==> config.mk <==
export PLATFORM = sky130hd
export DESIGN_NAME = uart_rx
export DESIGN_NICKNAME = d
export VERILOG_FILES = /design/src/hdl/loader_pkg.sv /design/src/hdl/uart_rx.sv
export SDC_FILE = /design/constraint.sdc
export NUM_CORES = 1
export LEC_CHECK = 0
export ABC_CLOCK_PERIOD_IN_PS = 3800
export BUFFER_PORTS_ARGS = -buffer_cell sky130_fd_sc_hd__buf_2
export CORE_AREA = 10 10 49 51
export DETAILED_ROUTE_END_ITERATION = 7
export DIE_AREA = 0 0 59 61
export GPL_TIMING_DRIVEN = 1
export HOLD_SLACK_MARGIN = 0.03
export PLACE_DENSITY_LB_ADDON = 0.1
export SKIP_LAST_GASP = 1
export SLEW_MARGIN = 20
export SYNTH_ARGS = -nofsm -noshare
export SYNTH_HDL_FRONTEND = slang
export SYNTH_SLANG_ARGS = --single-unit
==> constraint.sdc <==
create_clock -name clk -period 3.8 [get_ports clk]
set_input_delay 0.76 -clock clk [delete_from_list [all_inputs] [get_ports clk]]
set_output_delay 0.76 -clock clk [all_outputs]
set_load 0.05 [all_outputs]
==> src/hdl/loader_pkg.sv <==
// Shared types and constants for the serial program loader.
// Every design module imports what it needs from this package.
`default_nettype none

package loader_pkg;

   // One received serial byte.
   typedef logic [7:0] byte_t;

   // One instruction word as stored in the memory.
   typedef logic [31:0] word_t;

   // Instruction memory address, also used for the program word count.
   typedef logic [7:0] word_addr_t;

   // Number of words in the instruction memory.
   localparam int MEM_DEPTH = 256;

   // Clock cycles per serial bit on the rx line.
   localparam int CLKS_PER_BIT = 8;

   // Width of the per-bit clock counter in the receiver.
   localparam int CLK_CNT_W = $clog2(CLKS_PER_BIT);

   // Word that switches between loading and execution mode. It is never stored.
   localparam word_t TOGGLE_WORD = 32'hffff_ffff;

   // States of the fetch unit.
   typedef enum logic [1:0] {
      FETCH_IDLE,
      FETCH_RUN,
      FETCH_DONE
   } fetch_state_t;

endpackage

`default_nettype wire
==> src/hdl/uart_rx.sv <==
// 8N1 serial receiver. Pulses byte_valid for one cycle per good frame,
// with the byte on rx_byte in the same cycle.
`timescale 1ns/1ps
`default_nettype none

module uart_rx (
   input  logic              clk,
   input  logic              reset,
   input  logic              rx,
   output logic              byte_valid,
   output loader_pkg::byte_t rx_byte
);
   import loader_pkg::*;

   typedef enum logic [1:0] {
      RX_IDLE,
      RX_START,
      RX_DATA,
      RX_STOP
   } rx_state_t;

   rx_state_t            state;
   logic                 rx_meta;
   logic                 rx_sync;
   logic [CLK_CNT_W-1:0] clk_count;
   logic [2:0]           bit_index;
   byte_t                data_shift;

   // The line idles high, so the synchronizer comes out of reset high too.
   always_ff @(posedge clk) begin
      if (reset) begin
         rx_meta <= 1'b1;
         rx_sync <= 1'b1;
      end else begin
         rx_meta <= rx;
         rx_sync <= rx_meta;
      end
   end

   always_ff @(posedge clk) begin
      if (reset) begin
         state      <= RX_IDLE;
         clk_count  <= '0;
         bit_index  <= '0;
         byte_valid <= 1'b0;
      end else begin
         byte_valid <= 1'b0;
         clk_count  <= clk_count + 1'b1;
         case (state)
            RX_IDLE: begin
               clk_count <= '0;
               if (!rx_sync) state <= RX_START;
            end
            // Check the start bit again at its middle to reject glitches.
            RX_START: begin
               if (clk_count == CLK_CNT_W'(CLKS_PER_BIT / 2 - 1)) begin
                  clk_count <= '0;
                  bit_index <= '0;
                  state     <= rx_sync ? RX_IDLE : RX_DATA;
               end
            end
            RX_DATA: begin
               if (clk_count == CLK_CNT_W'(CLKS_PER_BIT - 1)) begin
                  clk_count  <= '0;
                  bit_index  <= bit_index + 1'b1;
                  if (bit_index == 3'd7) state <= RX_STOP;
               end
            end
            // A low stop bit drops the byte silently.
            RX_STOP: begin
               if (clk_count == CLK_CNT_W'(CLKS_PER_BIT - 1)) begin
                  byte_valid <= rx_sync;
                  state      <= RX_IDLE;
               end
            end
            default: state <= RX_IDLE;
         endcase
      end
   end

   // Data arrives LSB first, so shift in from the top.
   always_ff @(posedge clk) begin
      if (state == RX_DATA && clk_count == CLK_CNT_W'(CLKS_PER_BIT - 1)) begin
         data_shift <= {rx_sync, data_shift[7:1]};
      end
   end

   assign rx_byte = data_shift;

   // Frames are far apart, so a valid byte is always a single-cycle pulse.
   a_single_pulse: assert property (@(posedge clk) disable iff (reset)
      byte_valid |=> !byte_valid);

endmodule

`default_nettype wire

======== After elaboration in Yosys (flattened, before gate mapping) ========
Index checks and enable logic that the tools add are counted.
word-level totals
  register bits after elaboration ......... 19
  input bits .............................. 3
  output and inout port bits .............. 9
  logic and storage cells ................. 41
cells by class
  $add $sub $neg .......................... 2
  equality and inequality tests ........... 11
  mux-type cells .......................... 13
  bitwise operators ....................... 2
  reductions and logical operators ........ 6
operator list
  operator                                                         number
  2-bit two-way mux                                                6
  3-bit two-way mux                                                4
  2-bit != test, second input constant                             5
  3-bit one-hot mux with 3 select lines                            1
  2-bit one-hot mux with 4 select lines                            1
  3-bit by 1-bit adder with 3-bit output, second input constant    2
  3-bit == test, second input constant                             2
  3-bit one-hot mux with 2 select lines                            1
  5-bit AND reduction                                              1
  2-bit == test, second input constant                             2
  3-bit by 2-bit == test with 1-bit output, second input constant  1
  3-bit AND reduction                                              1
  3-bit OR reduction                                               1
  2-bit by 1-bit == test with 1-bit output, second input constant  1
  2-bit zero test                                                  1
  1-bit inverter                                                   2
  2-bit nonzero test                                               1
  1-bit logical AND                                                1

======== Longest topological paths before layout ========
  depth in word-level cells ............... 4
  mapped depth ............................ 6

======== Worst setup path before layout ========
No wires, ideal clock.
  path type ............................... reg2reg
  start point ............................. register clk_count[0]
  end point ............................... register data_shift[0], in the netlist rx_byte[0] (enable)
  setup time .............................. 0.375 ns
  data arrival time ....................... 1.186 ns
  required time ........................... 3.425 ns
  setup slack ............................. 2.239 ns
  cell stages (with the launch flop) ...... 4
  buffers on the path ..................... 0
  clock period less this slack ............ 1.561 ns
  path through ............................ dfxtp_1 ha_1 nand3_1 nor2_1
between the ends
  cells in the longest elaborated chain, start to end .. 2
RTL lines
  element                 line           source
  start, declared         uart_rx.sv:25  logic [CLK_CNT_W-1:0] clk_count;
  start signal, assigned  uart_rx.sv:48  clk_count <= clk_count + 1'b1;
  3-bit == test           uart_rx.sv:83  if (state == RX_DATA && clk_count == CLK_CNT_W'(CLKS_PER_BIT - 1)) begin
  1-bit logical AND       uart_rx.sv:83
  end signal, assigned    uart_rx.sv:84  data_shift <= {rx_sync, data_shift[7:1]};
  end, declared           uart_rx.sv:27  byte_t data_shift;
No other way between the ends.
A chain may end at the register's enable or synchronous reset.

======== Final worst setup path ========
  start point ............................. register clk_count[0]
  end point ............................... register data_shift[1], in the netlist rx_byte[1] (enable)
The elaborated chain is that of the path after synthesis.

==> results.py <==
metrics = {
    "power_and_ir_drop": {
        "p_per_area_nw_per_um2": 375.8,
        "vdd.ir_drop.worst_mv": 0.2754,
        "p_leak_nw": 0.3358,
    },
    "grt": {
        "grt_pass1_vias": 535,
        "grt_max_degree": 14,
        "grt_pass1_wl_um": 2277,
        "grt_overflow": 0,
        "antenna_found_initial": 0,
        "track_usage": 0.08206,
    },
    "synth": {
        "yosys.area.top_type": "edfxtp_1",
        "netlist_area_um2": 770.7,
        "synth-main-ff-cell": "dfxtp_1",
        "syn-num-nets": 71,
        "synth_edf_count": 8,
        "synthTopCellsByArea": "edfxtp_1, dfxtp_1, ha_1, nor2_1, nor4_1",
        "synth_seq_area_share": 0.5974,
        "ys_top_cells_by_count": "dfxtp_1, edfxtp_1, ha_1, nor2_1",
        "synth_cell_types": 27,
        "synthCells": 63,
        "syn_avg_cell_area_um2": 12.23,
        "synthMostInstantiatedCell": "dfxtp_1",
        "synth_top_area_frac": 0.3117,
        "synth-seq-cells": 19,
        "ys_warn_count": 0,
        "async_reset_ff_frac": 0,
    },
    "layout": {
        "drive_gt1_frac": 0.2667,
        "seqCellArea_um2": 460.4,
        "antenna_cells": 0,
        "multi_input_area_um2": 286.5,
        "finalCoreUtilization": 0.5825,
        "area_growth_pct": 11.20,
        "fill_cells": 139,
        "final_nets": 84,
    },
    "sta": {
        "hold_viol": 0,
        "fin_crit_ps": 1829,
        "drv_slew": 0,
        "fin_worst_skew_ps": 4.173,
        "fin_crit_sh": 0.4814,
        "worst_slew_pin_slew_ps": 742.1,
        "fin_tns_setup_ps": 0,
        "max_freq_ghz": 0.5466,
        "max-slew-margin-rel": 0.5034,
        "rsz0062_at_grt": "no",
        "finalSetupViolations": 0,
    },
    "placement": {
        "place.gp.congestion": 0.7393,
        "port_buffers": 11,
        "place_hpwl_um": 994.9,
    },
    "status": {
        "outcome": "finished, final reports clean",
    },
    "detailed_routing": {
        "routedWlPerCell_um": 15.13,
        "routed_wirelength_um": 1377,
        "viasPerCell": 5.626,
        "route.vias.total": 512,
        "drt_iter0_markers": 10,
        "drt_first_pass_iters": 4,
        "drcViolationCount": 0,
        "antenna_left": 0,
    },
    "floorplan": {
        "die_h_um": 61,
        "initial_core_util": 0.5238,
        "die_width_um": 59,
        "row_count": 14,
        "dieArea_um2": 3599,
        "pin_count": 12,
        "core_um2": 1471,
    },
    "clock_network": {
        "cts.htree.levels": 1,
        "cts_setup_buffers": 0,
        "cts_tree": "yes",
        "hold_buffers": 0,
        "clk_pin_slew_ps": 110,
        "ctsResizeCount": 0,
        "cts_buffers": 3,
        "clk_latency_ps": 290,
        "clock_path_buffers": 2,
        "cts_root_buf": "clkbuf_4",
        "numClockSinks": 19,
    },
    "setup_path": {
        "arrival_ps": 1760,
        "cp.required_ps": 3730,
        "critPathKind": "reg -> reg",
        "end_kind": "flop",
        "worstPathMaxFanout": 9,
        "startpoint_type": "flop",
    },
    "flow_run": {
        "drv_cap": 0,
    },
    "worst_hold_path": {
        "holdCritPathClass": "reg -> reg",
    },
}
## power by group
part	total (mW)	leakage, nW	switching [mW]	internal [mW]
clock network	0.0987	0.0177	0.0597	0.0391
registers	0.216	0.161	0.00294	0.213
logic	0.00761	0.157	0.00392	0.00369
## cell type report
class | instances | area share
Timing Repair Buffer | 11 | 0.06423
Inverter | 2 | 0.008759
Tap cell | 16 | 0.02336
Multi-Input combinational cell | 39 | 0.3343
Clock inverter | 1 | 0.005839
Clock buffer | 3 | 0.02628
Sequential cell | 19 | 0.5372
## cell families (layout without fill, tap and decap cells)
group | Yosys count | after routing | synth area share
flip-flops | 19 | 19 | 0.5974
adder cells (fa/ha/maj) | 5 | 5 | 0.08117
buffers and inverters | 5 | 17 | 0.03084
XOR/XNOR | 1 | 1 | 0.01137
AND/OR/NAND/NOR | 22 | 22 | 0.1623
AO/OA/AOI/OAI | 11 | 11 | 0.1169
## critical path, cell delays in order (launching register included)
cell,delay (ps)
dfxtp_1,370
ha_1,310
nand3_1,180
nor2_1,620
## placed cells by master (no fill, tap or decap)
| master | Yosys | layout |
|---|---|---|
| dfxtp_1 | 11 | 11 |
| buf_2 | 1 | 11 |
| edfxtp_1 | 8 | 8 |
| nor2_1 | 5 | 5 |
| ha_1 | 5 | 5 |
| nand2_1 | 3 | 3 |
| nor3_1 | 3 | 3 |
| nor4_1 | 3 | 3 |
| clkbuf_4 | 0 | 3 |
| inv_1 | 2 | 2 |
| or2_2 | 2 | 2 |
| a311oi_1 | 2 | 2 |
| a21oi_1 | 2 | 2 |
| a21boi_1 | 2 | 2 |
| nand3_1 | 1 | 1 |
| a31oi_1 | 1 | 1 |
| o211ai_1 | 1 | 1 |
| nand3b_1 | 1 | 1 |
| or3b_1 | 1 | 1 |
| and3_4 | 1 | 1 |
| xnor2_1 | 1 | 1 |
| a211oi_1 | 1 | 1 |
| nor3b_1 | 1 | 1 |
| nor4b_1 | 1 | 1 |
| a21boi_2 | 1 | 1 |
| a2111oi_2 | 1 | 1 |
| clkinv_2 | 0 | 1 |
## per-stage QoR
stage / power [mW] / hold WS, ps / instances / setup slack, ps / area [um^2]
finish: 0.3220 / 438.4 / 91 / 1971 / 857.1
global placement: 0.2274 / 395.4 / 87 / 2041 / 829.5
floorplan: 0.2253 / 389.5 / 63 / 2239 / 770.7
global route: 0.3366 / 456.5 / 91 / 1798 / 857.1
detailed placement: 0.2277 / 424.8 / 87 / 1969 / 829.5
CTS: 0.3252 / 446.7 / 91 / 1970 / 857.1
## worst paths after layout
| check | depth (start not counted) | end | start | slack [ps] |
|---|---|---|---|---|
| max | 3 | rx_byte[1] | clk_count[0] | 1970 |
| min | 1 | rx_sync | rx_meta | 440 |
| max reg2reg | 3 | rx_byte[1] | clk_count[0] | 1970 |
| min reg2reg | 1 | rx_sync | rx_meta | 440 |
## sequential cells by signal, indices dropped and copies added (netlist names), named ones only
name        cells
rx_meta         1
byte_valid      1
rx_sync         1
rx_byte         8
clk_count       3
bit_index       3
state           1
## per-layer routing
metal	global-route usage	vias to the layer above	share of wire
li1	-	257	-
met1	0.09255	239	0.47
met2	0.1261	12	0.45
met3	0.03132	4	0.058
met4	0.05574	0	0.024
met5	0	-	0
No activity file was read; power rests on OpenSTA's default activity.
