==> config.mk <==
export PLATFORM = sky130hd
export DESIGN_NAME = instruction_fetch_flat
export DESIGN_NICKNAME = d
export VERILOG_FILES = /design/src/hdl/loader_pkg.sv /design/src/hdl/fetch_port_if.sv /design/src/hdl/instruction_fetch.sv /design/src/flat_wrapper.sv
export SDC_FILE = /design/constraint.sdc
export NUM_CORES = 1
export LEC_CHECK = 0
export BUFFER_PORTS_ARGS = -buffer_cell sky130_fd_sc_hd__buf_2
export CAP_MARGIN = 5
export CORE_ASPECT_RATIO = 1.5
export CORE_MARGIN = 8
export CORE_UTILIZATION = 41
export DETAILED_ROUTE_END_ITERATION = 8
export PLACE_DENSITY = 0.8
export SYNTH_ARGS = -nofsm -noshare
export SYNTH_HDL_FRONTEND = slang
export SYNTH_SLANG_ARGS = --single-unit
==> constraint.sdc <==
create_clock -name clk -period 2.71 [get_ports clk]
set_input_delay 0.4065 -clock clk [delete_from_list [all_inputs] [get_ports clk]]
set_output_delay 0.4065 -clock clk [all_outputs]
set_load 0.02 [all_outputs]
==> src/hdl/loader_pkg.sv <==
// Shared types and constants for the serial program loader.
// Every design module imports what it needs from this package.
`default_nettype none

package loader_pkg;

   // One received serial byte.
   typedef logic [7:0] byte_t;

   // One instruction word as stored in the memory.
   typedef logic [31:0] word_t;

   // Instruction memory address, also used for the program word count.
   typedef logic [7:0] word_addr_t;

   // Number of words in the instruction memory.
   localparam int MEM_DEPTH = 256;

   // Clock cycles per serial bit on the rx line.
   localparam int CLKS_PER_BIT = 8;

   // Width of the per-bit clock counter in the receiver.
   localparam int CLK_CNT_W = $clog2(CLKS_PER_BIT);

   // Word that switches between loading and execution mode. It is never stored.
   localparam word_t TOGGLE_WORD = 32'hffff_ffff;

   // States of the fetch unit.
   typedef enum logic [1:0] {
      FETCH_IDLE,
      FETCH_RUN,
      FETCH_DONE
   } fetch_state_t;

endpackage

`default_nettype wire
==> src/hdl/fetch_port_if.sv <==
// Read port between the instruction memory and the fetch unit.
// Data and valid follow a read enable by exactly one cycle.
`timescale 1ns/1ps
`default_nettype none

interface fetch_port_if;
   import loader_pkg::*;

   logic       read_enable;
   word_addr_t read_address;
   word_t      read_data;
   logic       read_valid;

   modport memory (
      input  read_enable,
      input  read_address,
      output read_data,
      output read_valid
   );

   modport fetch (
      output read_enable,
      output read_address,
      input  read_data,
      input  read_valid
   );

endinterface

`default_nettype wire

==> src/hdl/instruction_fetch.sv <==
// Streams the stored program out of the instruction memory when execution
// mode is entered, one word per cycle from address 0.
`timescale 1ns/1ps
`default_nettype none

module instruction_fetch (
   input  logic                   clk,
   input  logic                   reset,
   input  logic                   in_execution,
   input  loader_pkg::word_addr_t word_count,
   fetch_port_if.fetch            port,
   output logic                   instr_valid,
   output logic                   program_done,
   output loader_pkg::word_addr_t instr_pc,
   output loader_pkg::word_t      instr_data
);
   import loader_pkg::*;

   fetch_state_t state;
   logic         in_exec_q;
   word_addr_t   last_address;
   word_addr_t   pc_q;

   assign last_address = word_count - 1'b1;

   always_ff @(posedge clk) begin
      if (reset) begin
         state             <= FETCH_IDLE;
         in_exec_q         <= 1'b0;
         port.read_enable  <= 1'b0;
         port.read_address <= '0;
      end else begin
         in_exec_q <= in_execution;
         if (!in_execution) begin
            state            <= FETCH_IDLE;
            port.read_enable <= 1'b0;
         end else begin
            case (state)
               FETCH_IDLE: begin
                  if (!in_exec_q) begin
                     state             <= FETCH_RUN;
                     port.read_address <= '0;
                     port.read_enable  <= (word_count != '0);
                  end
               end
               // The last read returns in the cycle after the enable drops.
               FETCH_RUN: begin
                  if (port.read_enable) begin
                     if (port.read_address == last_address) begin
                        port.read_enable <= 1'b0;
                     end else begin
                        port.read_address <= port.read_address + 1'b1;
                     end
                  end else begin
                     state <= FETCH_DONE;
                  end
               end
               default: state <= FETCH_DONE;
            endcase
         end
      end
   end

   // Keep the address of each read so it lines up with its data.
   always_ff @(posedge clk) begin
      if (port.read_enable) pc_q <= port.read_address;
   end

   assign instr_valid  = port.read_valid;
   assign instr_data   = port.read_data;
   assign instr_pc     = pc_q;

   // The state leaves FETCH_DONE one cycle after the mode falls, so the
   // mode level ends program_done at the same edge as in_execution.
   assign program_done = (state == FETCH_DONE) && in_execution;

   // word_count comes from the loader and must bound every read.
   a_read_in_range: assert property (@(posedge clk) disable iff (reset)
      port.read_enable |-> (port.read_address < word_count));

endmodule

`default_nettype wire

==> src/flat_wrapper.sv <==
// flat-port wrapper written by rule: the top's interface ports become plain ports
module instruction_fetch_flat import loader_pkg::*;
  (clk, reset, in_execution, word_count, instr_valid, program_done, instr_pc, instr_data, port_read_enable, port_read_address, port_read_data, port_read_valid);
  fetch_port_if port_i ();
  input  logic clk;
  input  logic reset;
  input  logic in_execution;
  input  loader_pkg::word_addr_t word_count;
  output logic instr_valid;
  output logic program_done;
  output loader_pkg::word_addr_t instr_pc;
  output loader_pkg::word_t instr_data;
  output wire logic [$bits(port_i.read_enable)-1:0] port_read_enable;
  output wire logic [$bits(port_i.read_address)-1:0] port_read_address;
  input wire logic [$bits(port_i.read_data)-1:0] port_read_data;
  input wire logic [$bits(port_i.read_valid)-1:0] port_read_valid;
  assign port_read_enable = port_i.read_enable;
  assign port_read_address = port_i.read_address;
  assign port_i.read_data = port_read_data;
  assign port_i.read_valid = port_read_valid;
  instruction_fetch u_core (.clk(clk), .reset(reset), .in_execution(in_execution), .word_count(word_count), .port(port_i), .instr_valid(instr_valid), .program_done(program_done), .instr_pc(instr_pc), .instr_data(instr_data));
endmodule
# After elaboration in Yosys (flattened, before gate mapping)
# Index checks and enable logic that the tools add are counted.
[classes]
muxes = 11
add_sub_neg = 2
eq_ne = 7
reduce_logical = 8
bitwise_logic = 1
[op_table]
columns = ["cell", "count"]
rows = [
  ["8-bit two-way mux", 3],
  ["8-bit case mux with 2 select lines", 1],
  ["8-bit by 1-bit adder with 8-bit output, second input constant", 1],
  ["8-bit == test", 1],
  ["8-bit nonzero test", 1],
  ["8-bit by 1-bit subtractor with 8-bit output, second input constant", 1],
  ["2-bit inequality test, second input constant", 3],
  ["5-bit AND reduction", 1],
  ["2-bit two-way mux", 2],
  ["2-bit case mux with 2 select lines", 1],
  ["2-bit AND reduction", 2],
  ["1-bit two-way mux", 3],
  ["2-bit by 1-bit == test with 1-bit output, second input constant", 1],
  ["2-bit == test, second input constant", 1],
  ["2-bit logical NOT", 1],
  ["2-bit by 1-bit inequality test with 1-bit output, second input constant", 1],
  ["1-bit case mux with 2 select lines", 1],
  ["2-bit nonzero test", 1],
  ["2-bit OR reduction", 1],
  ["1-bit logical AND", 1],
  ["1-bit NOT", 1],
]
[totals]
word_cells = 34
regBits = 20
output_inout_bits = 51
in_bits = 44

# Longest topological paths before layout
# Gate-level depths: netlist (run 1).
[logic_depth]
depth_word = 5
mapped_depth = 9
ltp_nobuf = 8

# Worst setup path after synthesis (run 1)
# OpenSTA, ideal clock, no wires.
[synth_timing]
path_type = "input to register"
start = "in word_count[0]"
end = "reg u_core.port.read_address[0]"
path_stages = 9
setup_ps = 70
path_buffers = 1
t_arrival_ps = 2167
path_slack_ps = 473
cell_sequence = "inv_1 ha_1 or3b_1 o31a_1 o211ai_1 a211oi_2 buf_6 or3_1 a21oi_1"
[synth_via]
elab_chain_cells = 4
[synth_rtl]
columns = ["element", "line", "text"]
rows = [
  ["start: declaration", "flat_wrapper.sv:8", "input loader_pkg::word_addr_t word_count;"],
  ["8-bit by 1-bit subtractor with 8-bit output", "instruction_fetch.sv:24", "assign last_address = word_count - 1'b1;"],
  ["8-bit == test", "instruction_fetch.sv:49", "if (port.read_address == last_address) begin"],
  ["2-bit inequality test (no line)", "n/a", ""],
  ["5-bit AND reduction (no line)", "n/a", ""],
  ["end signal: assignment", "instruction_fetch.sv:52", "port.read_address <= port.read_address + 1'b1;"],
  ["end: declaration", "fetch_port_if.sv:23", "output read_address,"],
]
# No other way between the ends.
# A chain may end at the register's enable or synchronous reset.

# Worst setup path in the final report (run 1)
[layout_timing]
start = "in word_count[0]"
end = "reg u_core.port.read_address[7]"
# The elaborated chain is that of the path after synthesis.

==> summary.md, run 1 <==
| Metric | Value |
|---|---|
| Post-synthesis mux area share | 0% |
| Syn avg cell area | 9.07 um^2 |
| VDD IR-drop max | 238 uV |
| Post-Route WL | 2.72 mm |
| Clk sinks | 20 |
| Synthesized area | 1380 um^2 |
| Post-synthesis compound-gate area fraction | 14.9% |
| NumNets Final | 196 |
| Initial antenna violation count | 0 |
| Slew @ Worst Pin | 0.405 ns |
| Commonest non-fill, non-tap cell in the layout | buf_2 |
| Kind of cell adding the most delay to the critical path | simple AND/OR/NAND/NOR gates |
| Fill cells | 368 |
| CTS Root Buffer Type | clkbuf_8 |
| Layout cells sized above 1 | 28.2% |
| Area Overhead vs Synth | 0.545% |
| Clock Skew | 0.00182 ns |
| Seq/Total Area, Yosys | 34.8% |
| Via count | 1043 |
| CTS resizes | 0 |
| Final setup violation count | 0 |
| Asr flop ratio synth | 0% |
| Critical path type | input pin to flip-flop |
| Largest net degree at the start of global routing | 14 |
| Wirelength per Cell | 14.2 um |
| Critical Path RT | 2.91 ns |
| Vias in the first global route | 1053 |
| Global-route wire length before repair | 4.59 mm |
| Slew Viols, Final | 0 |
| Status | complete, no violations |
| Syn Inst Count | 152 |
| Adder-cell share of the synthesized area | 1.81% |
| Clock Latency Late Sink | 0.25 ns |
| Crit path DAT | 2.58 ns |
| RePlAce Congestion | 0.808 |
| Netlist cell types | 43 |
| Yosys reg bits | 20 |
| Worst-path clk slew | 0.07 ns |
| Ant. Diodes | 0 |
| Syn_nets | 198 |
| DR vias/cell | 5.46 |
| CTS tree | done |
| Std cell rows | 26 |
| Final core occ | 41.8% |
| Die area | 5510 um^2 |
| Setup_tns | 0 ns |
| Total grt overflow | 0 |
| Slowest stage cell on the critical path | or4_1 |
| Initial core utilization | 41.6% |
| Hold Vio Cnt, Final | 0 |
| Num ports | 95 |
| CP max FO | 13 |
| HPWL Detailed | 2.10 mm |
| Synth Area in XOR/XNOR | 4.45% |
| YS warnings | 0 |
| Commonest cells after routing, fill and taps aside | 28 x buf_2, 12 x dfxtp_1, 9 x a21oi_1 |
| Number of post-CTS setup repair buffers | 0 |
| Violation count after the first detailed-route iteration | 34 |
| DRC viols | 0 |
| Critical path, cell by cell | buf_2 > inv_1 > ha_1 > or3b_1 > o31a_1 > o211ai_1 > a211oi_2 > buf_4 > or4_1 > nand2_1 |
| Critical Path Sink Type | flip-flop |
| Maxcap violations | 0 |
| Die extent in x | 63.4 um |
| Final cycle utilization of the critical path | 87.7% |
| Die height | 87.0 um |
| Tightest Hold Check Type | input pin to flip-flop |
| # hold bufs at CTS | 0 |
| CP peak stage delay | 0.49 ns |
| Number of enable flip-flop cells after synthesis | 8 |
| Top FF cell, synth | dfxtp_1 |
| Crit path time final | 2.38 ns |
| CTS H-Tree Depth | 1 |
| Max Fclk | 421 MHz |
| Multi-input gate area | 616 um^2 |
| Relative slew slack | 72.8% |
| Pwr/cell area | 511 nW/um^2 |
| Gr usage total | 9.82% |
| Final ANT Viol Nets | 0 |
| Simple-gate share of the synthesized area | 23.5% |
| Clock Tree Buf Depth | 2 |
| Buf/Inv on CP | 3 |
| Startpoint class of the critical path | input pin |
| # port buffers | 28 |
| Drt pass-1 iters | 4 |
| Reg area | 480 um^2 |
| Leak | 0.000540 uW |
| Core area | 3320 um^2 |
| Largest family of logic cells by synthesized area | simple AND/OR/NAND/NOR gates |
| CTS Buf Count | 3 |
| RSZ-0062 raised after global routing | no |
final timing paths:
check / depth (start not counted) / slack, ns / end / from
worst max register to register: 7 / 0.68 / u_core.port.read_address[4] / u_core.port.read_address[5]
worst max-delay path: 10 / 0.33 / u_core.port.read_address[7] / word_count[0]
worst min register to register: 0 / 0.54 / u_core.instr_pc[7] / u_core.port.read_address[7]
worst min-delay path: 2 / 0.39 / u_core.port.read_address[2] / reset
routing by layer:
| metal | share of wire (%) | wire [um] | vias to the layer above | GRT usage [%] |
|---|---|---|---|---|
| met5 | 0 | 0 | - | 0 |
| met4 | 2.3 | 63 | 0 | 6.31 |
| met3 | 7.5 | 204 | 6 | 2.58 |
| met2 | 54 | 1470 | 33 | 18.1 |
| met1 | 36 | 979 | 496 | 9.30 |
| li1 | - | - | 508 | - |
synth_stat cells (3+ instances only):
cell type,n,area (um^2)
a21oi_1,9,45.0
buf_4,33,248
dfxtp_1,12,240
edfxtp_1,8,240
inv_1,3,11.3
nand2_1,6,22.5
nand2b_1,4,25.0
nand3_1,6,30.0
nor2_1,7,26.3
nor2b_1,3,18.8
nor3_1,6,30.0
nor4_1,3,18.8
o211ai_1,4,30.0
o21ai_0,4,20.0
o21ai_1,3,15.0
or3_1,4,25.0
xnor2_1,6,52.6
cell families (layout without fill, tap and decap cells):
family                     count (synthesis)  in the layout
adders and majority gates                  2              2
AOI/OAI and AO/OA                         30             30
DFF                                       20             20
xor gates and xnor gates                   7              7
and+or+nand+nor                           53             53
buffers and inverters                     40             37
state kept, by name, summed over array words and instances, names as in the netlist:
signal	count
u_core.instr_pc	8
u_core.in_exec_q	1
u_core.port.read_address	8
u_core.state	2
u_core.port.read_enable	1
where the power goes:
part,internal (uW),switching (uW),total (uW)
clock network,197,93.4,290
registers,322,7.45,329
logic,34.2,54.3,88.4
total,553,155,708
per-stage QoR:
stage / cell area [um^2] / setup slack (ns) / power, uW / hold WS [ns] / std cells
6_report: 1390 / 0.332 / 708 / 0.386 / 191
5_1_grt: 1390 / 0.236 / 744 / 0.385 / 191
4_1_cts: 1390 / 0.347 / 718 / 0.378 / 191
3_5_place_dp: 1320 / 0.0875 / 424 / 0.529 / 187
3_3_place_gp: 1320 / 0.185 / 422 / 0.517 / 187
2_1_floorplan: 1380 / 0.473 / 463 / 0.476 / 152
worst reg2reg max path, cell delays in order, from the launching register on:
cell	delay (ns)
dfxtp_1	0.50
or3b_2	0.49
nor4_2	0.17
nor3b_2	0.10
a211oi_2	0.23
buf_4	0.21
nor4_1	0.07
o21a_1	0.17
final cells by class:
class                   count  share of cell area, %
multi-input cells          92                   44.4
repair buffers             30                   11.2
clock inverters             1                   2.17
inverters                   3                  0.812
well taps                  42                   3.79
clock buffers               3                   2.98
flip-flops and latches     20                   34.7
Power figures use the tool's default switching activity.
==> run 2, diff against run 1 <==
Settings changed: CAP_MARGIN 5 to 20, CORE_UTILIZATION 41 to 44, PLACE_DENSITY 0.8 to 0.85.
Clock period 2.71 ns to 2.85 ns, I/O delays scaled along.
==> run 2 against run 1 <==
  * Global-route usage increased by 0.47 points
  * Largest power group unchanged
  * Worst setup slack gained 0.18 ns
  * Clock power is 38% lower
  * Sequential power is 5% lower
  * Clock-buffer cell count did not move
  * Via count down 1.2%
  * Non-clock buffer count unchanged
==> summary.md, run 2 (same netlist as run 1, synthesis figures left out) <==
| Metric | Value |
|---|---|
| Status | complete, no violations |
| Total length of routed met2 wires | 1.40 mm (-4.9%) |
| Fill cells | 331 (-10%) |
| Number of post-CTS setup repair buffers | 0 (unchanged) |
| Post-Route WL | 2.80 mm (+2.8%) |
| Via count | 1031 (-1.2%) |
| Critical path type | input pin to flip-flop |
| Worst-path clk slew | 0.07 ns (about the same) |
| Die area | 5220 um^2 (-5.4%) |
| Max Fclk | 427 MHz |
| Wirelength per Cell | 14.8 um (+3.9%) |
| Die height | 84.6 um (-2.8%) |
| Placed cell area | 1310 um^2 (-0.19%) |
| Critical Path Sink Type | flip-flop |
| Maxcap violations | 0 (unchanged) |
| Core area | 3070 um^2 (-7.6%) |
| Leak | 0.000527 uW (-2.3%) |
| Initial core utilization | 45.0% (+3.4 points) |
| Setup_tns | 0 ns (unchanged) |
| CTS Root Buffer Type | clkbuf_8 |
| Relative slew slack | 72.0% (-0.78 points) |
| Reg2Reg Setup Slack | 0.80 ns (+0.12 ns) |
| Layout cells sized above 1 | 27.5% (-0.67 points) |
| CTS H-Tree Depth | 1 (unchanged) |
| Total grt overflow | 0 (unchanged) |
| Global-route wire length before repair | 4.33 mm (-5.7%) |
| Tightest Hold Check Type | input pin to flip-flop |
| Crit path DAT | 2.54 ns (-0.04 ns) |
| Final setup violation count | 0 (unchanged) |
| Final hold slack | 0.402 ns (+0.0161 ns) |
| Hold Vio Cnt, Final | 0 (unchanged) |
| Gr usage total | 10.3% (+0.47 points) |
| CTS tree | done |
| Drt pass-1 iters | 4 (unchanged) |
| VDD IR-drop max | 200 uV (-16%) |
| Crit Reg-Reg Endpoint | u_core.port.read_address[7] |
| Vias in the first global route | 1051 (-0.19%) |
| # port buffers | 28 (unchanged) |
| Met3 wire length | 258 um (+26%) |
| Violation count after the first detailed-route iteration | 31 (-8.8%) |
| Reg-to-reg startpoint | u_core.state[0] |
| Die extent in x | 61.7 um (-2.6%) |
| Worst setup startpoint | word_count[0] |
| CTS resizes | 0 (unchanged) |
| DR vias/cell | 5.46 (-0.10%) |
| RSZ-0062 raised after global routing | no |
| Initial antenna violation count | 0 (unchanged) |
| DRT met1 WL | 1.02 mm (+3.8%) |
| Final ANT Viol Nets | 0 (unchanged) |
| Num ports | 95 (unchanged) |
| Worst R2R Path Depth | 6 (-1) |
| Commonest cells after routing, fill and taps aside | 28 x buf_2, 12 x dfxtp_1, 9 x a21oi_1 |
| Pwr/cell area | 425 nW/um^2 (-17%) |
| Slew Viols, Final | 0 (unchanged) |
| Design Area, Final | 1360 um^2 (-2.1%) |
| Clock Latency Late Sink | 0.25 ns (about the same) |
| NumNets Final | 196 (unchanged) |
| # hold bufs at CTS | 0 (unchanged) |
| Crit path time final | 2.34 ns |
| RePlAce Congestion | 0.795 (-1.7%) |
| Startpoint class of the critical path | input pin |
| Slew @ Worst Pin | 0.417 ns (+0.0117 ns) |
| Area Overhead vs Synth | -1.54% |
| DRC viols | 0 (unchanged) |
| Std cell rows | 25 (-3.8%) |
| CP max FO | 13 (unchanged) |
| CTS Buf Count | 3 (unchanged) |
| Worst setup path endpoint | u_core.port.read_address[7] |
| Ant. Diodes | 0 (unchanged) |
| Clk sinks | 20 (unchanged) |
| Clock Skew | 0.00470 ns (+0.00288 ns) |
| HPWL Detailed | 2.15 mm (+2.5%) |
| Commonest non-fill, non-tap cell in the layout | buf_2 |
| Uppermost layer routed | met4 |
| Largest net degree at the start of global routing | 14 (unchanged) |
| Critical Path RT | 3.05 ns (+0.14 ns) |
| Final cycle utilization of the critical path | 82.1% |
| Clock Tree Buf Depth | 2 (unchanged) |
[run 2: critical path, stage by stage]
cell and delay (ns):
buf_2 0.12, inv_1 0.05, ha_1 0.18, or3b_1 0.42, o31a_1 0.26, o211ai_1 0.25
a211oi_2 0.07, buf_4 0.18, or4_1 0.50, nand2_1 0.07
[run 2: worst min-delay path by stage]
stage / from / end / slack (ns) / cells after the start
5_1_grt: reset / u_core.port.read_address[3] / 0.42 / 2
2_1_floorplan: u_core.state[1] / u_core.state[0] / 0.49 / 1
3_3_place_gp: u_core.port.read_address[7] / u_core.port.read_address[7] / 0.52 / 2
6_report: reset / u_core.port.read_address[3] / 0.40 / 2
3_5_place_dp: u_core.port.read_address[7] / u_core.instr_pc[7] / 0.52 / 0
4_1_cts: reset / u_core.port.read_address[3] / 0.40 / 2
[run 2: power by group]
group,switching (uW),internal [uW],total [uW]
registers,7.38,306,313
clock network,85.3,95.6,181
logic,50.9,32.3,83.2
total,144,434,578
[run 2: through the flow]
step | util (%) | setup WS, ns | instances | power, uW
final | 44.3 | 0.510 | 189 | 578
after floorplan | - | 0.592 | 152 | 441
after global routing | 44.3 | 0.372 | 189 | 600
after CTS | 44.3 | 0.514 | 189 | 582
after global placement | 42.8 | 0.311 | 185 | 401
after detailed placement | 42.8 | 0.263 | 185 | 403
[run 2: area by class of cell]
type / instances / area [um^2] / area share [%]
clock buffers: 3 / 41.3 / 3.04
clock inverters: 1 / 3.75 / 0.276
inverters: 3 / 11.3 / 0.829
multi-input cells: 92 / 616 / 45.3
flip-flops and latches: 20 / 480 / 35.4
well taps: 40 / 50.0 / 3.69
repair buffers: 30 / 155 / 11.4
[run 2: routing by layer]
| layer | track usage [%] | vias up |
|---|---|---|
| li1 | - | 508 |
| met3 | 1.22 | 22 |
| met1 | 10.4 | 457 |
| met5 | 0 | - |
| met4 | 8.13 | 0 |
| met2 | 17.6 | 44 |
