==> src/hdl/loader_pkg.sv <==
// Shared types and constants for the serial program loader.
// Every design module imports what it needs from this package.
`default_nettype none

package loader_pkg;

   // One received serial byte.
   typedef logic [7:0] byte_t;

   // One instruction word as stored in the memory.
   typedef logic [31:0] word_t;

   // Instruction memory address, also used for the program word count.
   typedef logic [7:0] word_addr_t;

   // Number of words in the instruction memory.
   localparam int MEM_DEPTH = 256;

   // Clock cycles per serial bit on the rx line.
   localparam int CLKS_PER_BIT = 8;

   // Width of the per-bit clock counter in the receiver.
   localparam int CLK_CNT_W = $clog2(CLKS_PER_BIT);

   // Word that switches between loading and execution mode. It is never stored.
   localparam word_t TOGGLE_WORD = 32'hffff_ffff;

   // States of the fetch unit.
   typedef enum logic [1:0] {
      FETCH_IDLE,
      FETCH_RUN,
      FETCH_DONE
   } fetch_state_t;

endpackage

`default_nettype wire
==> src/hdl/instruction_loader.sv <==
// Packs received bytes into 32-bit words, MSB first, and writes them to the
// instruction memory in loading mode. The toggle word flips the mode.
`timescale 1ns/1ps
`default_nettype none

module instruction_loader (
   input  logic                   clk,
   input  logic                   reset,
   input  logic                   byte_valid,
   input  loader_pkg::byte_t      rx_byte,
   output logic                   in_execution,
   output logic                   write_enable,
   output loader_pkg::word_addr_t write_address,
   output loader_pkg::word_addr_t word_count,
   output loader_pkg::word_t      write_data
);
   import loader_pkg::*;

   logic [1:0] byte_pos;
   word_t      word_reg;
   word_t      full_word;
   logic       word_done;

   // The word as it stands once the current byte lands in the lowest lane.
   // Used for the toggle check so that the fourth byte is included.
   assign full_word = {word_reg[31:8], rx_byte};
   assign word_done = byte_valid && (byte_pos == 2'd3);

   always_ff @(posedge clk) begin
      if (byte_valid) begin
         case (byte_pos)
            2'd0:    word_reg[31:24] <= rx_byte;
            2'd1:    word_reg[23:16] <= rx_byte;
            2'd2:    word_reg[15:8]  <= rx_byte;
            default: word_reg[7:0]   <= rx_byte;
         endcase
      end
   end

   always_ff @(posedge clk) begin
      if (reset) begin
         byte_pos      <= 2'd0;
         in_execution  <= 1'b0;
         write_enable  <= 1'b0;
         write_address <= '0;
      end else begin
         write_enable <= 1'b0;
         if (byte_valid) byte_pos <= byte_pos + 2'd1;

         // The address moves on at the edge that performs the write.
         if (write_enable) write_address <= write_address + 1'b1;

         if (word_done) begin
            if (full_word == TOGGLE_WORD) begin
               in_execution <= !in_execution;
               // Going back to loading starts a fresh program at address 0.
               if (in_execution) write_address <= '0;
            end else if (!in_execution) begin
               write_enable <= 1'b1;
            end
         end
      end
   end

   assign write_data = word_reg;

   // Next free address, which is also the number of words stored.
   assign word_count = write_address;

   a_no_write_in_exec: assert property (@(posedge clk) disable iff (reset)
      in_execution |-> !write_enable);

endmodule

`default_nettype wire

==> config.mk <==
export PLATFORM = sky130hd
export DESIGN_NAME = instruction_loader
export DESIGN_NICKNAME = d
export VERILOG_FILES = /design/src/hdl/loader_pkg.sv /design/src/hdl/instruction_loader.sv
export SDC_FILE = /design/constraint.sdc
export NUM_CORES = 1
export LEC_CHECK = 0
export ABC_AREA = 1
export BUFFER_PORTS_ARGS = -buffer_cell sky130_fd_sc_hd__buf_2
export CORE_ASPECT_RATIO = 0.6
export CORE_UTILIZATION = 49
export DETAILED_ROUTE_END_ITERATION = 10
export PLACE_DENSITY = 0.88
export SLEW_MARGIN = 40
export SYNTH_ARGS = -nofsm -noshare
export SYNTH_HDL_FRONTEND = slang
export SYNTH_SLANG_ARGS = --single-unit
==> constraint.sdc <==
create_clock -name clk -period 1.4 [get_ports clk]
set_input_delay 0.42 -clock clk [delete_from_list [all_inputs] [get_ports clk]]
set_output_delay 0.42 -clock clk [all_outputs]
set_load 0.05 [all_outputs]
* Word level (Yosys, flattened, before mapping)
Index checks and enable logic that the tools add are counted.
** Operators by class
- Reduce and logical (&&, ||, !) cells :: 10
- Muxes and demuxes :: 5
- Equality and inequality tests :: 4
- Bitwise logic cells :: 2
- Add/subtract/negate cells :: 2
** Operator list (number)
- $eq 32x32->1 const B :: 1
- $mux 8 :: 4
- $reduce_and 2->1 :: 5
- $add 8x1->8 const B :: 1
- $reduce_or 3->1 :: 2
- $eq 2x2->1 const B :: 2
- $add 2x1->2 const B :: 1
- $eq 2x1->1 const B :: 1
- $logic_not 2->1 :: 1
- $not 1->1 :: 2
- $logic_and 1x1->1 :: 1
- $logic_not 1->1 :: 1
- $mux 1 :: 1
** Storage, ports and cells
- Register bits :: 44
- Output and inout bits :: 50
- Bits of input ports :: 11
- Logic and storage cells :: 31

* Depth between registers and ports, before layout
Gate-level depths: netlist (run 1).
- Depth after elaboration :: 5
- Depth in mapped cells :: 8
- Mapped depth without buffers :: 8

* Worst setup path after synthesis (run 1)
No wires, ideal clock.
- Path kind :: reg2reg
- From :: register write_address[0] (netlist: word_count[0])
- To :: register write_address[6] (netlist: word_count[6])
- Data required time :: 1.283 ns
- Period minus slack after synthesis :: 1.500 ns
- Path buffers :: 0
- Cell stages (with the launch flop) :: 6
- Setup slack :: -0.100 ns
- Library setup time :: 0.117 ns
- Arrival :: 1.383 ns
- Cell sequence :: dfxtp_1 ha_1 nand4_1 nor2_1 xnor2_1 nor2_1
** On the way
- Longest elaborated chain between the ends :: 5
** RTL lines
- start, declared :: RTL line instruction_loader.sv:13 : output loader_pkg::word_addr_t write_address,
- start signal, assigned :: RTL line instruction_loader.sv:51 : if (write_enable) write_address <= write_address + 1'b1;
- $add 8x1->8 (*) :: RTL line instruction_loader.sv:51
- $mux 8 (*) :: RTL line instruction_loader.sv:51
- $mux 8 :: RTL line instruction_loader.sv:57 : if (in_execution) write_address <= '0;
- $mux 8 :: RTL line instruction_loader.sv:54 : if (full_word == TOGGLE_WORD) begin
- $mux 8 (*) :: RTL line instruction_loader.sv:53 : if (word_done) begin
Every way passes the cells marked *; elsewhere a longest branch is shown, timed or not.
A chain may end at the register's enable or synchronous reset.

* Worst setup path in the final report (run 1)
- From :: register word_reg[12] (netlist: write_data[12])
- To :: output port write_data[12]
** RTL lines
- start, declared :: RTL line instruction_loader.sv:20 : word_t word_reg;
- start signal, assigned :: RTL line instruction_loader.sv:34 : 2'd2: word_reg[15:8] <= rx_byte;
- end, declared :: RTL line instruction_loader.sv:15 : output loader_pkg::word_t write_data
No word-level cell between the ends.

==> impl_metrics.ini, run 1 <==
[run_status]
status = finished clean

[critical_path]
critPathMaxFanout = 2
critical_path.startpoint = write_data[12]
cpPeakStageDelay_ns = 0.42
path_cells = buf_2
cp_num_cells = 1
cp-start-kind = flip-flop
required_ns = 0.98
worst_path_dominant_cell_family = flip-flops
ff2ff_path_depth = 7
critPathArrivalTime_ns = 0.96
reg2reg_setup_slack_ns = 0.11
cpMaxStageDelayCell = edfxtp_1
critPathBufInv = 1
critPathCapture = write_data[12]
criticalPathCategory = reg2out
critPathCaptureType = output port
rr_startpoint = write_data[17]
r2r_end = word_count[2]

[detailed_routing]
dr.pass1.iters = 4
vias = 1207
ant_nets = 0
drtIter0Drc = 104
vias_per_cell = 4.70
drc = 0
wl_um = 3530
wl_per_cell_um = 13.7

[logic_synthesis]
synth_compound_area_share_pct = 1.44
avgSynthCellArea_sq_um = 12.2
synth_most_common_cell = edfxtp_1
synth_xor_area_share_pct = 3.52
synth_ff_type = edfxtp_1
synth_area_leader_cell = edfxtp_1
synth_top_cell_area_share_pct = 55.2
synth_area_leaders = edfxtp_1, dfxtp_1, nand2_1, ha_1, nor2_1
synth_fa_ha_area_share_pct = 4.31
syn_nets = 160
yosys_warnings = 0
synth_top_family_by_area = simple AND/OR/NAND/NOR gates
synthTopCellsByCount = edfxtp_1, nand2_1, nor2_1, dfxtp_1, inv_1
ys_types = 18
synth-simple-area-share_pct = 15.1
synth_cells = 143
synthMuxAreaShare_pct = 0.575
syn_area_sq_mm = 0.00174
ys_ff_latch = 44
synthArstFlopShare_pct = 0
synth_edf_count = 32
ys_seq_area_share_pct = 69.0

[sta]
fin_crit_sh_pct = 98.4
hold_viol = 0
fmax_mhz = 726
tightest_slew_ns = 0.357
tns_ns = 0
worst_slack_ns = 0.0220
finClkSkew_ns = 0.00663
report.final.slew_viol_count = 0
fin_crit_ns = 1.38
rsz0062_at_grt = yes
setup_violations = 0
relSlewSlack_pct = 76.2

[power]
p_per_area_mw_per_mm2 = 1180
vdd_drop_max_mv = 0.827
leakage_nw = 0.995

[finish]
fill_cells = 245
n_antenna_cell = 0
layout.nets = 228
drive_gt1_share_pct = 42.5
fin_util_pct = 68.1
area_growth_syn_to_layout_pct = 30.1
final_area_sq_mm = 0.00226

[clock_tree]
clkTransAtPathRegs_ns = 0.08
post-cts-setup-buffers = 0
clock_sinks = 44
clock-root-buffer = clkbuf_8
cts_buffers = 5
h-tree-depth = 2
cts_tree = built
clk_latency_ns = 0.30
cts_max_path_buffers = 2

[global_route]
grt_antenna_before_repair = 0
overflow = 0
grt_first_pass_wirelength_um = 5000
grt_pass1_vias = 1032
grt_max_degree = 15
grt_usage_pct = 19.8

[die]
die_h_um = 48.2
fp.dieW_um = 78.9
core_area_sq_mm = 0.00332
rows = 16
io_pins = 61
dieArea_sq_mm = 0.00380
start_util_pct = 52.4

[place]
place_area_sq_mm = 0.00211
gp_congestion = 0.745
hpwl_um = 2650
io_buffers = 60
dpl_worst_slack_ns = 0.00879

[run]
drv_cap = 0

[min_path]
min-delay-start = rx_byte[5]
hold_class = in2reg
==> routing by layer <==
layer | vias to the layer above | share of wire, % | GRT usage [%]
met5 | - | 0 | 0
met4 | 0 | 1.6 | 9.09
met3 | 5 | 7.4 | 7.29
met2 | 50 | 46 | 32.0
met1 | 557 | 45 | 24.9
li1 | 595 | - | -
==> cell usage in the layout, fill, tap and decap left out <==
cell type / netlist / final
clkinv_1: 0 / 1
nand2_1: 31 / 31
clkbuf_4: 0 / 2
nand2_2: 2 / 2
buf_6: 0 / 1
nor2_2: 1 / 3
edfxtp_1: 32 / 32
nor2_1: 19 / 17
dfxtp_1: 12 / 7
dfxtp_2: 0 / 5
xor2_1: 3 / 3
nor2_4: 2 / 2
nand4_1: 2 / 2
mux2i_1: 1 / 1
clkinv_4: 0 / 1
clkinvlp_4: 0 / 1
buf_2: 0 / 48
nand3_1: 2 / 2
ha_1: 6 / 6
o21ai_0: 2 / 2
bufinv_16: 0 / 1
clkbuf_8: 0 / 5
a21oi_1: 3 / 3
nand2_4: 1 / 1
inv_1: 12 / 11
xnor2_1: 4 / 4
buf_4: 8 / 18
==> per-stage QoR <==
stage          hold slack (ns)  instances  total power [mW]
5_1_grt                  0.355        257              2.77
6_report                 0.361        257              2.67
4_1_cts                  0.357        257              2.68
3_3_place_gp             0.528        249              1.74
2_1_floorplan            0.505        143              1.66
3_5_place_dp             0.531        249              1.75
==> flip-flops by register name, indices dropped and copies added, names as in the netlist <==
| register | flops |
|---|---|
| write_data | 32 |
| word_count | 8 |
| byte_pos | 2 |
| in_execution | 1 |
| write_enable | 1 |
==> power by group <==
| part | leakage, nW | internal [mW] | total, mW | switching, mW |
|---|---|---|---|---|
| Sequential | 0.393 | 1.44 | 1.47 | 0.0219 |
| Clock | 0.0558 | 0.528 | 0.949 | 0.421 |
| Combinational | 0.546 | 0.0597 | 0.257 | 0.198 |
==> cell families after synthesis <==
kind of cell / count (synthesis)
simple gates: 60
flops: 44
buf+inv: 20
xor+xnor: 7
fa+ha+maj: 6
compound gates: 5
mux: 1
==> area by class of cell <==
cell class	instances	area (sq um)	share of cell area, %
repair buffers	69	402	17.7
multi-input cells	79	439	19.4
flip-flops and latches	44	1210	53.3
clock inverters	3	42.5	1.88
well taps	45	56.3	2.49
clock buffers	5	68.8	3.04
inverters	12	48.8	2.15
==> worst min path at each step <==
stage / slack [ns] / depth (start not counted) / end
after global routing: 0.35 / 1 / write_data[15]
after global placement: 0.53 / 2 / word_count[7]
after detailed placement: 0.53 / 2 / word_count[7]
after floorplan: 0.51 / 2 / byte_pos[1]
final: 0.36 / 1 / write_data[13]
after CTS: 0.36 / 1 / write_data[15]
==> timing repair <==
item,in CTS,in global routing
resized for setup,7,12
hold buffers,0,0
setup endpoints to repair,9,18
pin swaps,0,0
(Power assumes the default switching activity.)
==> run 2, diff against run 1 <==
--- a/config.mk
+++ b/config.mk
@@ -5,12 +5,12 @@
 export SDC_FILE = /design/constraint.sdc
 export NUM_CORES = 1
 export LEC_CHECK = 0
-export ABC_AREA = 1
 export BUFFER_PORTS_ARGS = -buffer_cell sky130_fd_sc_hd__buf_2
 export CORE_ASPECT_RATIO = 0.6
-export CORE_UTILIZATION = 49
+export CORE_UTILIZATION = 48
+export CTS_CLUSTER_DIAMETER = 80
 export DETAILED_ROUTE_END_ITERATION = 10
-export PLACE_DENSITY = 0.88
+export PLACE_DENSITY = 0.87
 export SLEW_MARGIN = 40
 export SYNTH_ARGS = -nofsm -noshare
 export SYNTH_HDL_FRONTEND = slang
==> impl_metrics.ini, run 2 <==
[critical_path]
crit_top_cell = buf_4
critPathArrivalTime_ns = 1.97
required_ns = 1.59
critPathMaxFanout = 2
path_cells = nand4_1 > or4_4 > buf_4 > buf_4 > o31ai_4 > a21oi_2
cpMaxStageDelayCell = or4_4
worst_path_dominant_cell_family = simple AND/OR/NAND/NOR gates
criticalPathCategory = reg2reg
critPathCaptureType = flip-flop
critPathBufInv = 2
cpPeakStageDelay_ns = 0.54
cp-start-kind = flip-flop

[place]
dpl_worst_slack_ns = -0.548
io_buffers = 60
placed_cells = 230
gp_congestion = 0.807
hpwl_um = 2880

[sta]
relSlewSlack_pct = 75.2
fmax_mhz = 562
fin_crit_sh_pct = 127
tightest_slew_ns = 0.368
setup_violations = 14
fin_crit_ns = 1.78
rsz0062_at_grt = yes
report.final.slew_viol_count = 0
tns_ns = -3.37
finClkSkew_ns = 0.00385
hold_slack_ns = 0.430
worst_slack_ns = -0.378
hold_viol = 0

[logic_synthesis]
ys_types = 24
syn_nets = 128
synthArstFlopShare_pct = 0
synth_edf_count = 32
syn_area_sq_mm = 0.00169
synth_most_common_cell = edfxtp_1
avgSynthCellArea_sq_um = 15.2
synth_cells = 111
yosys_warnings = 0
synthTopCellsByCount = edfxtp_1, dfxtp_1, nand4_1, buf_4, nor3_1
ys_seq_area_share_pct = 71.3
synth_area_leaders = edfxtp_1, dfxtp_1, ha_1, nand4_1, buf_4
synth_top_cell_area_share_pct = 57.0
ys_ff_latch = 44
synth_area_leader_cell = edfxtp_1
synth_ff_type = edfxtp_1

[finish]
final_common_cell = buf_2
fin_util_pct = 73.1
area_growth_syn_to_layout_pct = 43.3
fin_cells = 241
largest_reg_flops = 32
layout.nets = 212
n_antenna_cell = 0
final_cell_mix = buf_2, buf_4, edfxtp_1, nand4_1, nor3_1
drive_gt1_share_pct = 55.6

[power]
leakage_nw = 0.996
vdd_drop_max_mv = 0.808
p_per_area_mw_per_mm2 = 1080

[clock_tree]
h-tree-depth = 2
cts_max_path_buffers = 2
clock-root-buffer = clkbuf_8
cts_buffers = 5
clock_sinks = 44
clkTransAtPathRegs_ns = 0.08
clk_latency_ns = 0.30
cts_tree = built
postCtsHoldBufs = 0

[min_path]
hold_class = in2reg

[die]
start_util_pct = 51.0
dieArea_sq_mm = 0.00376
rows = 16
die_h_um = 47.9
core_area_sq_mm = 0.00330
io_pins = 61
fp.dieW_um = 78.5

[detailed_routing]
drc = 0
ant_nets = 0
dr.pass1.iters = 4
wl_per_cell_um = 20.2
wl_um = 4870
vias = 1301
vias_per_cell = 5.40
drtIter0Drc = 141

[global_route]
grt_max_degree = 14
grt_antenna_before_repair = 0
grt_first_pass_wirelength_um = 5940
overflow = 0
grt_pass1_vias = 1163
grt_usage_pct = 23.6

[run_status]
status = complete, but fails checks
violations = negative setup slack

[run]
drv_cap = 0
-- run 2: worst paths after layout --
| path | from | end | slack (ns) | cells past startpoint |
|---|---|---|---|---|
| hold reg to reg | word_count[0] | word_count[0] | 0.57 | 2 |
| setup reg to reg | write_data[14] | in_execution | -0.38 | 6 |
| setup / recovery | write_data[14] | in_execution | -0.38 | 6 |
| hold / removal | rx_byte[4] | write_data[12] | 0.43 | 2 |
-- run 2: per-layer routing --
metal	GRT usage (%)	part of all wire [%]	up-vias	routed length, um
li1	-	-	574	-
met1	25.4	37	627	1800
met2	46.1	53	81	2570
met3	6.10	6.7	19	326
met4	11.1	3.6	0	173
met5	0	0	-	0
-- run 2: layout make-up --
class	count	area, sq um
Sequential cell	44	1210
Clock inverter	2	10.0
Timing Repair Buffer	86	612
Fill cell	210	888
Clock buffer	6	82.6
Inverter	3	11.3
Tap cell	45	56.3
Multi-Input combinational cell	55	433
-- run 2: kinds of logic after synthesis --
| group | after synthesis | share of synthesized area [%] |
|---|---|---|
| DFF | 44 | 71.3 |
| and+or+nand+nor | 37 | 13.9 |
| buffers and inverters | 12 | 4.45 |
| xor gates and xnor gates | 7 | 3.64 |
| adders and majority gates | 6 | 4.45 |
| AOI/OAI and AO/OA | 3 | 1.11 |
| muxes | 2 | 1.19 |
-- run 2: stage by stage --
| step | instance area, sq um | total power, mW |
|---|---|---|
| 3_3_place_gp | 2160 | 1.80 |
| 2_1_floorplan | 1690 | 1.67 |
| 3_5_place_dp | 2160 | 1.81 |
| 4_1_cts | 2340 | 2.61 |
| 5_1_grt | 2410 | 2.69 |
| 6_report | 2410 | 2.62 |
-- run 2: repair_timing --
item	4_1_cts	5_1_grt
pin swaps	4	5
setup buffers	5	1
endpoints found under the setup margin	23	31
gates resized for setup	22	33
-- run 2: power by group --
group	switching (mW)	internal, mW	leakage [nW]
clock network	0.421	0.393	0.0510
registers	0.0236	1.45	0.395
logic	0.227	0.105	0.551
==> run 3, diff against run 2 <==
--- a/config.mk
+++ b/config.mk
@@ -11,6 +11,8 @@
 export CTS_CLUSTER_DIAMETER = 80
 export DETAILED_ROUTE_END_ITERATION = 10
 export PLACE_DENSITY = 0.87
+export RECOVER_POWER = 50
+export REMOVE_ABC_BUFFERS = 1
 export SLEW_MARGIN = 40
 export SYNTH_ARGS = -nofsm -noshare
 export SYNTH_HDL_FRONTEND = slang
==> constraint.sdc (replaced) <==
create_clock -name clk -period 2 [get_ports clk]
set_input_delay 0.6 -clock clk [delete_from_list [all_inputs] [get_ports clk]]
set_output_delay 0.6 -clock clk [all_outputs]
set_load 0.05 [all_outputs]
==> impl_metrics.ini, run 3 (synthesized netlist as in run 2, its figures left out) <==
[clock_tree]
cts_buffers = 5
clkTransAtPathRegs_ns = 0.07
h-tree-depth = 2
cts_max_path_buffers = 2
clk_latency_ns = 0.29
cts.repair.resized = 0
clock-root-buffer = clkbuf_8
postCtsHoldBufs = 0
cts_tree = built
post-cts-setup-buffers = 0
clock_sinks = 44

[finish]
final_cell_mix = buf_2, edfxtp_1, clkbuf_1, dfxtp_1, nand4_1
final_common_cell = buf_2
regArea_sq_mm = 0.00120
multi_input_comb_area_sq_um = 409
largest_reg_flops = 32
drive_gt1_share_pct = 37.1
area_growth_syn_to_layout_pct = 23.8
n_antenna_cell = 0
fill_cells = 265
fin_util_pct = 63.2
layout.nets = 194

[run]
drv_cap = 0

[critical_path]
rr_startpoint = write_data[30]
criticalPathCategory = reg2reg
r2r_end = in_execution
required_ns = 2.23
critPathMaxFanout = 4
critPathCaptureType = flip-flop
critPathArrivalTime_ns = 2.02
reg2reg_setup_slack_ns = 0.21
cp-start-kind = flip-flop
critical_path.startpoint = write_data[30]
critPathCapture = in_execution
ff2ff_path_depth = 4

[power]
pwr-share-clk_pct = 29.6
total_power_mw = 1.72
power_frac_seq_pct = 59.9
leakage_nw = 0.837
switching_share_pct = 24.9
p_int_mw = 1.30
p_per_area_mw_per_mm2 = 827
p_comb_share_pct = 10.4
p_switching_mw = 0.430
vdd_drop_max_mv = 0.423

[die]
rows = 16
fp.dieW_um = 78.5
io_pins = 61
core_area_sq_mm = 0.00330
start_util_pct = 51.0
die_h_um = 47.9
dieArea_sq_mm = 0.00376

[place]
gp_congestion = 0.794
io_buffers = 60
hpwl_um = 2730

[global_route]
overflow = 0
grt_antenna_before_repair = 0
grt_max_degree = 13
grt_pass1_vias = 1058
grt_usage_pct = 20.2
grt_first_pass_wirelength_um = 5220

[min_path]
hold_class = reg2reg
holdPathStages = 2

[sta]
relSlewSlack_pct = 59.8
fmax_mhz = 557
report.final.slew_viol_count = 0
rsz0062_at_grt = no
fin_crit_ns = 1.79
setup_violations = 0
hold_slack_ns = 0.534
hold_viol = 0
finClkSkew_ns = 0.00322
tightest_slew_ns = 0.603
fin_crit_sh_pct = 89.7
tns_ns = 0

[detailed_routing]
drtIter0Drc = 45
wl_um = 3590
vias_per_cell = 5.13
wl_per_cell_um = 16.1
dr.pass1.iters = 4
ant_nets = 0
drc = 0
vias = 1143

[run_status]
status = finished clean
-- run 3: changes by cell type in the layout (fill, tap and decap cells not counted), moves of 2 or more --
cell      change
buf_4        -36
and2_1        -4
clkbuf_1     +13
clkinv_2      -2
buf_8         -3
dfxtp_1       +7
buf_6         -7
dfxtp_2       -7
and2_0        +4
buf_2        +18
-- run 3: metrics by stage --
step                worst slack (ns)  cell area, sq um  cells
finish                         0.206              2090    223
detailed placement           -0.0196              2040    215
global route                   0.152              2090    223
floorplan                    -0.0157              1620    102
CTS                            0.218              2120    223
global placement              0.0376              2040    215
-- run 3: worst max-delay path, cell delays in order, from the launching register on --
cell and delay (ns):
edfxtp_1 0.37, nand4_1 0.14, or4_4 0.60, or4_1 0.48
a21oi_1 0.14
-- run 3: how the worst min path moves through the flow --
| stage | slack (ns) | endpoint | startpoint |
|---|---|---|---|
| after floorplan | 0.53 | byte_pos[1] | byte_pos[1] |
| after global placement | 0.49 | in_execution | in_execution |
| after detailed placement | 0.51 | in_execution | in_execution |
| after CTS | 0.53 | in_execution | in_execution |
| after global routing | 0.57 | in_execution | in_execution |
| final | 0.53 | in_execution | in_execution |
-- run 3: cell type report --
class | count | share of cell area (%)
clock buffer | 7 | 3.66
clock inverter | 1 | 0.180
inverter | 3 | 0.540
multi-input combinational | 55 | 19.6
sequential | 44 | 57.6
tap | 45 | 2.70
timing repair buffer | 68 | 15.8
-- run 3: power groups by stage --
| stage | Combinational (mW) | Sequential [mW] | Clock (mW) |
|---|---|---|---|
| finish | 0.180 | 1.03 | 0.511 |
| global route | 0.191 | 1.04 | 0.549 |
| CTS | 0.189 | 1.03 | 0.523 |
| detailed placement | 0.188 | 1.05 | 0 |
| global placement | 0.181 | 1.05 | 0 |
| floorplan | 0.0292 | 1.14 | 0 |
-- run 3: per-layer routing --
layer	wire length, um	track usage [%]	up-vias
li1	-	-	543
met1	1690	25.9	555
met2	1660	33.2	41
met3	202	6.10	4
met4	41	8.89	0
met5	0	0	-
